**src/logic/fetch_pkg.sv**
```systemverilog
package fetch_pkg;

  localparam int XLEN     = 32;
  localparam int INST_LEN = 32;
  localparam int TRAP_LEN = 16;

  // trap bus bit positions, mcause numbering
  localparam int TRAP_INST_ADDR_MISALIGNED = 0;
  localparam int TRAP_INST_ACCESS_FAULT    = 1;
  localparam int TRAP_INST_PAGE_FAULT      = 12;

  localparam int BHT_IDX_W   = 4;
  localparam int BHT_ENTRIES = 1 << BHT_IDX_W;
  localparam logic [1:0] BHT_CNT_INIT = 2'd1;  // weakly not taken

  localparam logic [XLEN-1:0] RESET_PC = 32'h8000_0000;

  localparam logic [6:0] OPC_JAL    = 7'b110_1111;
  localparam logic [6:0] OPC_BRANCH = 7'b110_0011;

  // J-type layout, msb first
  typedef struct packed {
    logic       imm20;
    logic [9:0] imm10_1;
    logic       imm11;
    logic [7:0] imm19_12;
    logic [4:0] rd;
    logic [6:0] opcode;
  } jtype_t;

  // B-type layout, msb first
  typedef struct packed {
    logic       imm12;
    logic [5:0] imm10_5;
    logic [4:0] rs2;
    logic [4:0] rs1;
    logic [2:0] funct3;
    logic [3:0] imm4_1;
    logic       imm11;
    logic [6:0] opcode;
  } btype_t;

  // one fetched word, two ways to read its immediate
  typedef union packed {
    jtype_t jtype;
    btype_t btype;
  } inst_u;

  // target = op1 + op2
  typedef struct packed {
    logic            valid;
    logic [XLEN-1:0] op1;
    logic [XLEN-1:0] op2;
  } bpu_pred_t;

  typedef struct packed {
    logic            valid;
    logic [XLEN-1:0] pc;
    logic            taken;
    logic            is_branch;
  } bpu_update_t;

  typedef struct packed {
    logic            valid;
    logic [XLEN-1:0] pc;
  } redirect_t;

  typedef struct packed {
    logic [XLEN-1:0]     pc;
    logic [INST_LEN-1:0] inst;
    logic [TRAP_LEN-1:0] trap;
  } if_out_t;

endpackage
```
**src/logic/fetch_top.sv**
```systemverilog
`timescale 1ns/1ps

module fetch_top (
  input  logic                       clk,
  input  logic                       rst_i,
  output logic                       imem_req_o,
  output logic [fetch_pkg::XLEN-1:0] imem_addr_o,
  input  logic                       imem_ack_i,
  input  logic [fetch_pkg::XLEN-1:0] imem_rdata_i,
  input  fetch_pkg::redirect_t       redirect_i,
  input  fetch_pkg::bpu_update_t     bpu_update_i,
  output logic                       if_valid_o,
  output fetch_pkg::if_out_t         if_o,
  input  logic                       id_ready_i
);

  import fetch_pkg::*;

  logic [XLEN-1:0] pc;
  logic            rdata_valid;
  if_out_t         stage;
  logic            stall;
  bpu_pred_t       pred;

  fetch_ctrl fetch_ctrl_i (
    .clk           (clk),
    .rst_i         (rst_i),
    .imem_req_o    (imem_req_o),
    .imem_addr_o   (imem_addr_o),
    .imem_ack_i    (imem_ack_i),
    .imem_rdata_i  (imem_rdata_i),
    .redirect_i    (redirect_i),
    .id_ready_i    (id_ready_i),
    .pred_i        (pred),
    .stage_i       (stage),
    .stall_i       (stall),
    .pc_o          (pc),
    .rdata_valid_o (rdata_valid),
    .if_valid_o    (if_valid_o),
    .if_o          (if_o)
  );

  // predictor lives inside the stage
  fetch_stage fetch_stage_i (
    .clk           (clk),
    .rst_i         (rst_i),
    .pc_i          (pc),
    .rdata_valid_i (rdata_valid),
    .rdata_i       (imem_rdata_i),
    .bpu_update_i  (bpu_update_i),
    .stage_o       (stage),
    .stall_o       (stall),
    .pred_o        (pred)
  );

endmodule

```
**src/logic/fetch_ctrl.sv**
```systemverilog
`timescale 1ns/1ps

module fetch_ctrl (
  input  logic                         clk,
  input  logic                         rst_i,
  output logic                         imem_req_o,
  output logic [fetch_pkg::XLEN-1:0]   imem_addr_o,
  input  logic                         imem_ack_i,
  input  logic [fetch_pkg::XLEN-1:0]   imem_rdata_i,
  input  fetch_pkg::redirect_t         redirect_i,
  input  logic                         id_ready_i,
  input  fetch_pkg::bpu_pred_t         pred_i,
  input  fetch_pkg::if_out_t           stage_i,
  input  logic                         stall_i,
  output logic [fetch_pkg::XLEN-1:0]   pc_o,
  output logic                         rdata_valid_o,
  output logic                         if_valid_o,
  output fetch_pkg::if_out_t           if_o
);

  import fetch_pkg::*;

  typedef enum logic [1:0] {
    S_IDLE,
    S_REQ,
    S_WAIT_ACK_LOW
  } state_e;

  state_e          state_q;
  logic [XLEN-1:0] pc_q;         // next address to fetch
  logic [XLEN-1:0] addr_q;       // address of the request on the bus
  logic            discard_q;    // reply in flight is stale
  logic            out_valid_q;
  if_out_t         out_q;
  logic            resp;
  logic            capture;
  logic            out_free;
  logic            issue;
  logic [XLEN-1:0] issue_pc;
  logic [XLEN-1:0] next_pc;

  assign resp     = (state_q == S_REQ) && imem_ack_i;
  assign capture  = !stall_i && !discard_q && !redirect_i.valid;
  // empty, draining this edge, or flushed by a redirect
  assign out_free = !out_valid_q || id_ready_i || redirect_i.valid;
  assign issue    = out_free && ((state_q == S_IDLE) ||
                                 ((state_q == S_WAIT_ACK_LOW) && !imem_ack_i));
  assign issue_pc = redirect_i.valid ? redirect_i.pc : pc_q;

  // redirect beats prediction beats fall-through
  assign next_pc = pred_i.valid ? (pred_i.op1 + pred_i.op2) : (addr_q + XLEN'(4));

  always_ff @(posedge clk) begin
    if (rst_i) begin
      state_q <= S_IDLE;
    end else begin
      case (state_q)
        S_IDLE: begin
          if (issue) begin
            state_q <= S_REQ;
          end
        end
        S_REQ: begin
          if (imem_ack_i) begin
            state_q <= S_WAIT_ACK_LOW;  // drop req, wait for ack to fall
          end
        end
        S_WAIT_ACK_LOW: begin
          if (!imem_ack_i) begin
            state_q <= issue ? S_REQ : S_IDLE;
          end
        end
        default: state_q <= S_IDLE;
      endcase
    end
  end

  always_ff @(posedge clk) begin
    if (issue) begin
      addr_q <= issue_pc;  // held for the whole req phase
    end
  end

  always_ff @(posedge clk) begin
    if (rst_i) begin
      pc_q      <= RESET_PC;
      discard_q <= 1'b0;
    end else begin
      if (redirect_i.valid) begin
        pc_q <= redirect_i.pc;
      end else if (capture) begin
        pc_q <= next_pc;
      end
      if (redirect_i.valid && (state_q == S_REQ) && !imem_ack_i) begin
        discard_q <= 1'b1;
      end else if (resp) begin
        discard_q <= 1'b0;  // stale reply has come back
      end
    end
  end

  // decode-side output register
  always_ff @(posedge clk) begin
    if (rst_i) begin
      out_valid_q <= 1'b0;
    end else if (redirect_i.valid) begin
      out_valid_q <= 1'b0;
    end else if (capture) begin
      out_valid_q <= 1'b1;
    end else if (id_ready_i) begin
      out_valid_q <= 1'b0;
    end
  end

  always_ff @(posedge clk) begin
    if (capture) begin
      out_q.pc   <= stage_i.pc;
      out_q.inst <= imem_rdata_i;  // word straight off the bus
      out_q.trap <= stage_i.trap;
    end
  end

  assign imem_req_o    = (state_q == S_REQ);
  assign imem_addr_o   = addr_q;
  assign pc_o          = addr_q;
  assign rdata_valid_o = resp;
  assign if_valid_o    = out_valid_q;
  assign if_o          = out_q;

endmodule

```
**src/logic/fetch_stage.sv**
```systemverilog
`timescale 1ns/1ps

module fetch_stage (
  input  logic                       clk,
  input  logic                       rst_i,
  input  logic [fetch_pkg::XLEN-1:0] pc_i,
  input  logic                       rdata_valid_i,
  input  logic [fetch_pkg::XLEN-1:0] rdata_i,
  input  fetch_pkg::bpu_update_t     bpu_update_i,
  output fetch_pkg::if_out_t         stage_o,
  output logic                       stall_o,
  output fetch_pkg::bpu_pred_t       pred_o
);

  import fetch_pkg::*;

  logic                misaligned;
  logic [TRAP_LEN-1:0] trap;
  logic                is_jal;
  logic                is_branch;
  logic [XLEN-1:0]     op1;
  logic [XLEN-1:0]     op2;
  logic [1:0]          counter;

  assign stall_o    = !rdata_valid_i;  // memory has not answered yet
  assign misaligned = (pc_i[1:0] != 2'b00);

  // only the misaligned cause can fire here
  always_comb begin
    trap = '0;
    for (int i = 0; i < TRAP_LEN; i++) begin
      if (i == TRAP_INST_ADDR_MISALIGNED) begin
        trap[i] = misaligned;
      end else if (i == TRAP_INST_ACCESS_FAULT || i == TRAP_INST_PAGE_FAULT) begin
        trap[i] = 1'b0;  // no pmp or mmu in front of this memory
      end
    end
  end

  assign stage_o.pc   = pc_i;
  assign stage_o.inst = rdata_i;
  assign stage_o.trap = trap;

  bpu_predecode bpu_predecode_i (
    .inst_i      (inst_u'(rdata_i)),
    .pc_i        (pc_i),
    .is_jal_o    (is_jal),
    .is_branch_o (is_branch),
    .op1_o       (op1),
    .op2_o       (op2)
  );

  bpu_bht bpu_bht_i (
    .clk       (clk),
    .rst_i     (rst_i),
    .rd_pc_i   (pc_i),
    .counter_o (counter),
    .upd_i     (bpu_update_i)
  );

  // jal always taken, branch only when counter says so
  assign pred_o.valid = !misaligned && (is_jal || (is_branch && counter[1]));
  assign pred_o.op1   = op1;
  assign pred_o.op2   = op2;

endmodule

```
**src/logic/bpu_bht.sv**
```systemverilog
`timescale 1ns/1ps

module bpu_bht (
  input  logic                       clk,
  input  logic                       rst_i,
  input  logic [fetch_pkg::XLEN-1:0] rd_pc_i,
  output logic [1:0]                 counter_o,
  input  fetch_pkg::bpu_update_t     upd_i
);

  import fetch_pkg::*;

  logic [1:0]           cnt_q [BHT_ENTRIES];
  logic [BHT_IDX_W-1:0] rd_idx;
  logic [BHT_IDX_W-1:0] upd_idx;
  logic                 upd_en;

  // 2-bit saturating step
  function automatic logic [1:0] sat_step(input logic [1:0] cnt, input logic taken);
    logic [1:0] res;
    res = cnt;
    if (taken) begin
      if (cnt != 2'd3) begin
        res = cnt + 2'd1;
      end
    end else begin
      if (cnt != 2'd0) begin
        res = cnt - 2'd1;
      end
    end
    return res;
  endfunction

  // word index, bits 1:0 are always zero for aligned code
  assign rd_idx  = rd_pc_i[BHT_IDX_W+1:2];
  assign upd_idx = upd_i.pc[BHT_IDX_W+1:2];
  assign upd_en  = upd_i.valid && upd_i.is_branch;  // jal never trains

  assign counter_o = cnt_q[rd_idx];

  always_ff @(posedge clk) begin
    if (rst_i) begin
      for (int i = 0; i < BHT_ENTRIES; i++) begin
        cnt_q[i] <= BHT_CNT_INIT;
      end
    end else if (upd_en) begin
      cnt_q[upd_idx] <= sat_step(cnt_q[upd_idx], upd_i.taken);
    end
  end

endmodule

```
**src/logic/bpu_predecode.sv**
```systemverilog
`timescale 1ns/1ps

module bpu_predecode (
  input  fetch_pkg::inst_u           inst_i,
  input  logic [fetch_pkg::XLEN-1:0] pc_i,
  output logic                       is_jal_o,
  output logic                       is_branch_o,
  output logic [fetch_pkg::XLEN-1:0] op1_o,
  output logic [fetch_pkg::XLEN-1:0] op2_o
);

  import fetch_pkg::*;

  logic [6:0]      opcode;
  logic [XLEN-1:0] j_imm;
  logic [XLEN-1:0] b_imm;

  // opcode sits in the same bits in both views
  assign opcode = inst_i.jtype.opcode;

  assign is_jal_o    = (opcode == OPC_JAL);
  assign is_branch_o = (opcode == OPC_BRANCH);

  // J immediate, 21 bits signed
  assign j_imm = {
    {11{inst_i.jtype.imm20}},
    inst_i.jtype.imm20,
    inst_i.jtype.imm19_12,
    inst_i.jtype.imm11,
    inst_i.jtype.imm10_1,
    1'b0
  };

  // B immediate, 13 bits signed
  assign b_imm = {
    {19{inst_i.btype.imm12}},
    inst_i.btype.imm12,
    inst_i.btype.imm11,
    inst_i.btype.imm10_5,
    inst_i.btype.imm4_1,
    1'b0
  };

  assign op1_o = pc_i;

  always_comb begin
    if (is_jal_o) begin
      op2_o = j_imm;
    end else if (is_branch_o) begin
      op2_o = b_imm;
    end else begin
      op2_o = XLEN'(4);  // plain fall-through
    end
  end

endmodule

```
**config.mk**
```make
export PLATFORM = sky130hd
export DESIGN_NAME = fetch_top
export DESIGN_NICKNAME = d
export VERILOG_FILES = /design/src/logic/fetch_pkg.sv /design/src/logic/fetch_top.sv /design/src/logic/fetch_ctrl.sv /design/src/logic/fetch_stage.sv /design/src/logic/bpu_bht.sv /design/src/logic/bpu_predecode.sv
export SDC_FILE = /design/constraint.sdc
export NUM_CORES = 1
export LEC_CHECK = 0
export BUFFER_PORTS_ARGS = -buffer_cell sky130_fd_sc_hd__buf_2
export CORE_MARGIN = 1
export CORE_UTILIZATION = 45
export DETAILED_ROUTE_END_ITERATION = 7
export GPL_TIMING_DRIVEN = 0
export PLACE_DENSITY = 0.77
export SKIP_CTS_REPAIR_TIMING = 1
export SLEW_MARGIN = 20
export SYNTH_ARGS = -nofsm -noshare
export SYNTH_HDL_FRONTEND = slang
export SYNTH_HIERARCHICAL = 1
export SYNTH_SLANG_ARGS = --single-unit
```
**constraint.sdc**
```tcl
create_clock -name clk -period 5.5 [get_ports clk]
set_clock_uncertainty 0.2 [all_clocks]
set_input_delay 1.1 -clock clk [delete_from_list [all_inputs] [get_ports clk]]
set_output_delay 1.1 -clock clk [all_outputs]
set_load 0.01 [all_outputs]
```
==> out/metrics.cfg, run 1 <==
[status]
status=finished clean

[clocking]
clock_latency_ns=0.44
cts-root-buf=clkbuf_16
ctsHtreeMaxLevel=4
clk_path_buf_depth=2
clk_pin_slew_ns=0.07
cts_buffers=17
cts_tree=built
clock_sinks=180

[floorplan]
fp.dieH_um=160
coreArea_um2=24400
die_x_um=160
ios=218
dieArea_um2=25600
start_util_pct=46.1
row_count=57

[detailed_routing]
viasPerCell=5.43
wire_per_inst_um=18.4
drt-initial-drc-count=788
ant_nets=0
routed_wirelength_um=30400
num_vias=8981
first_pass_iters=7
drc=0

[finish]
utilization_pct=54.6
area_growth_pct=18.5
fillCellCount=2212
final_common_cell=buf_2
final_area_um2=13300
drive_gt1_share_pct=34.0
final_cell_mix=buf_2, edfxtp_1, buf_4, nand2_1, nor2_1
nets=1447

[worst_setup_path]
reg2reg_setup_slack_ns=1.36
arrival_ns=4.37
crit_path_max_fanout=10
start_kind=input pin
required_ns=5.59
path_class=input pin to flip-flop
cp-end-kind=flip-flop

[global_route]
antenna_found_initial=5
grt_pass1_wl_um=46500
overflow=0
grt_pass1_vias=8471
grt_usage_pct=23.6
grt_max_degree=54

[place]
placed_area_um2=12700
io_buffers=189
dpl.hpwl_um=23200
place_congestion=0.929

[timing]
slew_violations=0
slew_headroom_pct=27.1
hold_violations=0
tns_ns=0
rsz0062_at_grt=no
setup_viol=0
max_freq_mhz=234
hold_ws_ns=0.321
tightest_slew_ns=1.09
min_period_over_period_pct=77.8
period_minus_slack_ns=4.28

[power]
power_leakage_uw=0.00537
p_per_area_nw_per_um2=265
ir_worst_vdd_v=0.000209

[yosys]
synth.avg_cell_area_um2=10.4
synthCells=1084
synth_area_um2=11200
yosysWarnings=6

[worst_hold_path]
hold_class=flip-flop to flip-flop

[run]
cap_viol_max_count=0

## final timing paths
path	start	end	depth (start not counted)
setup / recovery	imem_rdata_i[2]	fetch_ctrl_i/pc_q[27]	14
hold / removal	fetch_ctrl_i/if_valid_o	fetch_ctrl_i/if_valid_o	2
setup reg to reg	fetch_ctrl_i/imem_addr_o[2]	fetch_ctrl_i/pc_q[5]	12
hold reg to reg	fetch_ctrl_i/if_valid_o	fetch_ctrl_i/if_valid_o	2
## through the flow
stage                     worst slack (ns)  total power [µW]  instances
after global placement              -0.911              2340       1611
after floorplan                      0.818              2130       1098
after detailed placement             0.814              2360       1615
after CTS                             1.25              3540       1646
after global routing                  1.06              3650       1647
final                                 1.22              3530       1653
## registers in the layout, indices dropped and copies added (netlist names)
register                       count
fetch_ctrl_i/discard_q             1
fetch_ctrl_i/if_o                 80
fetch_ctrl_i/if_valid_o            1
fetch_ctrl_i/imem_addr_o          32
fetch_ctrl_i/pc_q                 32
fetch_ctrl_i/state_q               2
fetch_stage_i/bpu_bht_i/cnt_q     32
## cell type report
class | count | area, µm² | share of cell area, %
multi-input combinational | 693 | 4900 | 36.8
inverter | 42 | 160 | 1.20
sequential | 180 | 5040 | 37.9
antenna | 7 | 17.5 | 0.132
timing repair buffer | 193 | 1010 | 7.58
clock inverter | 14 | 141 | 1.06
tap | 324 | 405 | 3.05
clock buffer | 17 | 425 | 3.20
buffer | 183 | 1210 | 9.11
## power by group
group	switching, µW	internal [µW]
registers	77.4	1560
clock network	583	600
logic	377	327
total	1040	2490
## per-layer routing
layer	global-route usage, %	wire [µm]	part of all wire, %	vias to the layer above
met5	0	0	0	-
met4	8.05	654	2.2	0
met3	4.70	2440	8.0	54
met2	38.7	14400	47	386
met1	31.1	13000	43	4252
li1	-	-	-	4289
## worst max-delay path, cell delays in order
cell and delay (ns):
buf_2 0.14, buf_4 0.17, xor2_1 0.23, nor4_2 0.52
buf_2 0.32, buf_4 0.13, ha_1 0.21, clkbuf_1 0.24
a21o_1 0.22, a21oi_1 0.32, nand3_1 0.12, a31oi_1 0.23
xor2_1 0.29, a221oi_1 0.13
Power figures use the tool's default switching activity.
==> inputs of run 2 (changes only) <==
--- a/config.mk
+++ b/config.mk
@@ -5,12 +5,13 @@
 export SDC_FILE = /design/constraint.sdc
 export NUM_CORES = 1
 export LEC_CHECK = 0
+export ABC_AREA = 1
 export BUFFER_PORTS_ARGS = -buffer_cell sky130_fd_sc_hd__buf_2
 export CORE_MARGIN = 1
 export CORE_UTILIZATION = 45
 export DETAILED_ROUTE_END_ITERATION = 7
 export GPL_TIMING_DRIVEN = 0
-export PLACE_DENSITY = 0.77
+export PLACE_DENSITY = 0.79
 export SKIP_CTS_REPAIR_TIMING = 1
 export SLEW_MARGIN = 20
 export SYNTH_ARGS = -nofsm -noshare
==> constraint.sdc (replaced) <==
create_clock -name clk -period 3.7 [get_ports clk]
set_clock_uncertainty 0.2 [all_clocks]
set_input_delay 0.74 -clock clk [delete_from_list [all_inputs] [get_ports clk]]
set_output_delay 0.74 -clock clk [all_outputs]
set_load 0.01 [all_outputs]
==> out/metrics.cfg, run 2 <==
[status]
status=finished clean

[timing]
setup_viol=0
period_minus_slack_ns=3.46
hold_violations=0
min_period_over_period_pct=93.6
rsz0062_at_grt=no
worst_slack_ns=0.238
slew_violations=0
tightest_slew_ns=0.729
tns_ns=0
slew_headroom_pct=51.3
max_freq_mhz=289

[floorplan]
coreArea_um2=25400
dieArea_um2=26700
fp.dieH_um=164
start_util_pct=46.2
die_x_um=164
row_count=58
ios=218

[yosys]
yosysWarnings=6
synth.avg_cell_area_um2=7.70
synth_area_um2=11700
synthCells=1525

[finish]
diodes=0
fin_cells=2090
final_cell_mix=nand2_1, buf_2, inv_1, edfxtp_1, buf_4
drive_gt1_share_pct=23.5
largest_reg_flops=80
area_growth_pct=17.6
fillCellCount=2458
nets=1884
final_common_cell=nand2_1

[worst_setup_path]
start_kind=input pin
critPathCapture=fetch_ctrl_i/pc_q[12]
crit_path_max_fanout=10
arrival_ns=3.57
timing.rr.start=fetch_ctrl_i/imem_addr_o[2]
reg2reg_to=fetch_ctrl_i/pc_q[17]
path_class=input pin to flip-flop
required_ns=3.81
reg2reg_depth=15
critical_path.startpoint=imem_rdata_i[6]
cp-end-kind=flip-flop
reg2reg_setup_slack_ns=0.47

[clocking]
cts_buffers=17
clock_sinks=180
ctsHtreeMaxLevel=4
clock_latency_ns=0.43
cts_tree=built
clk_pin_slew_ns=0.08
clk_path_buf_depth=2
cts-root-buf=clkbuf_16

[power]
ir_worst_vdd_v=0.000354
p_per_area_nw_per_um2=389
power_leakage_uw=0.00659
power_uw=5370

[place]
dp_cells=2058
io_buffers=186
pre_cts_ws_ns=-0.226
place_congestion=0.941
dpl.hpwl_um=27000

[global_route]
grt_pass1_wl_um=51700
antenna_found_initial=0
grt_usage_pct=25.3
overflow=0
grt_max_degree=33
grt_pass1_vias=9864

[detailed_routing]
first_pass_iters=5
routed_wirelength_um=34000
wire_per_inst_um=16.3
viasPerCell=5.11
num_vias=10700
ant_nets=0
drc=0
drt-initial-drc-count=1003

[run]
cap_viol_max_count=0

[worst_hold_path]
hold_class=input pin to flip-flop

## run 2: worst min path at each step
stage | slack [ns] | depth (start not counted) | start | to
finish | 0.30 | 1 | imem_rdata_i[15] | fetch_ctrl_i/if_o[31]
global route | 0.29 | 1 | imem_rdata_i[5] | fetch_ctrl_i/if_o[21]
CTS | 0.28 | 1 | imem_rdata_i[23] | fetch_ctrl_i/if_o[39]
detailed placement | 0.29 | 2 | fetch_ctrl_i/state_q[1] | fetch_ctrl_i/state_q[1]
global placement | 0.27 | 2 | fetch_ctrl_i/state_q[1] | fetch_ctrl_i/state_q[1]
floorplan | 0.26 | 2 | fetch_ctrl_i/state_q[1] | fetch_ctrl_i/state_q[1]
## run 2: routing by layer
layer,track usage (%),vias up,wire length (µm)
met5,0,-,0
met3,3.78,56,2860
met2,40.2,504,15200
li1,-,5240,-
met1,35.4,4889,15200
met4,7.70,0,654
## run 2: worst max-delay path, cell delays in order
cell	delay, ns
buf_2	0.09
nand2_1	0.08
nor2_4	0.24
nand2_4	0.13
inv_2	0.12
buf_6	0.16
nand2_1	0.06
nand2_1	0.13
ha_1	0.29
or2_1	0.24
nand2_1	0.12
inv_1	0.07
nand3_1	0.07
nand3b_1	0.22
o21ai_0	0.22
a21oi_1	0.07
o21ai_0	0.37
a21oi_1	0.12
## run 2: power by group
group	switching (µW)	internal, µW
Sequential	129	2330
Combinational	615	438
Clock	894	964
## run 2: through the flow
step | util, % | instance area (µm²) | hold slack (ns)
2_1_floorplan | - | 11800 | 0.257
4_1_cts | 54.3 | 13800 | 0.282
6_report | 54.3 | 13800 | 0.297
3_3_place_gp | 51.7 | 13100 | 0.273
5_1_grt | 54.3 | 13800 | 0.285
3_5_place_dp | 52.0 | 13200 | 0.287
## run 2: layout make-up
cell class	instances	area [µm²]	share of cell area, %
clock inverter	14	160	1.16
tap	330	413	2.99
timing repair buffer	189	998	7.23
clock buffer	18	429	3.11
buffer	162	1140	8.28
inverter	172	646	4.68
sequential	180	5040	36.5
multi-input combinational	1025	4970	36.0
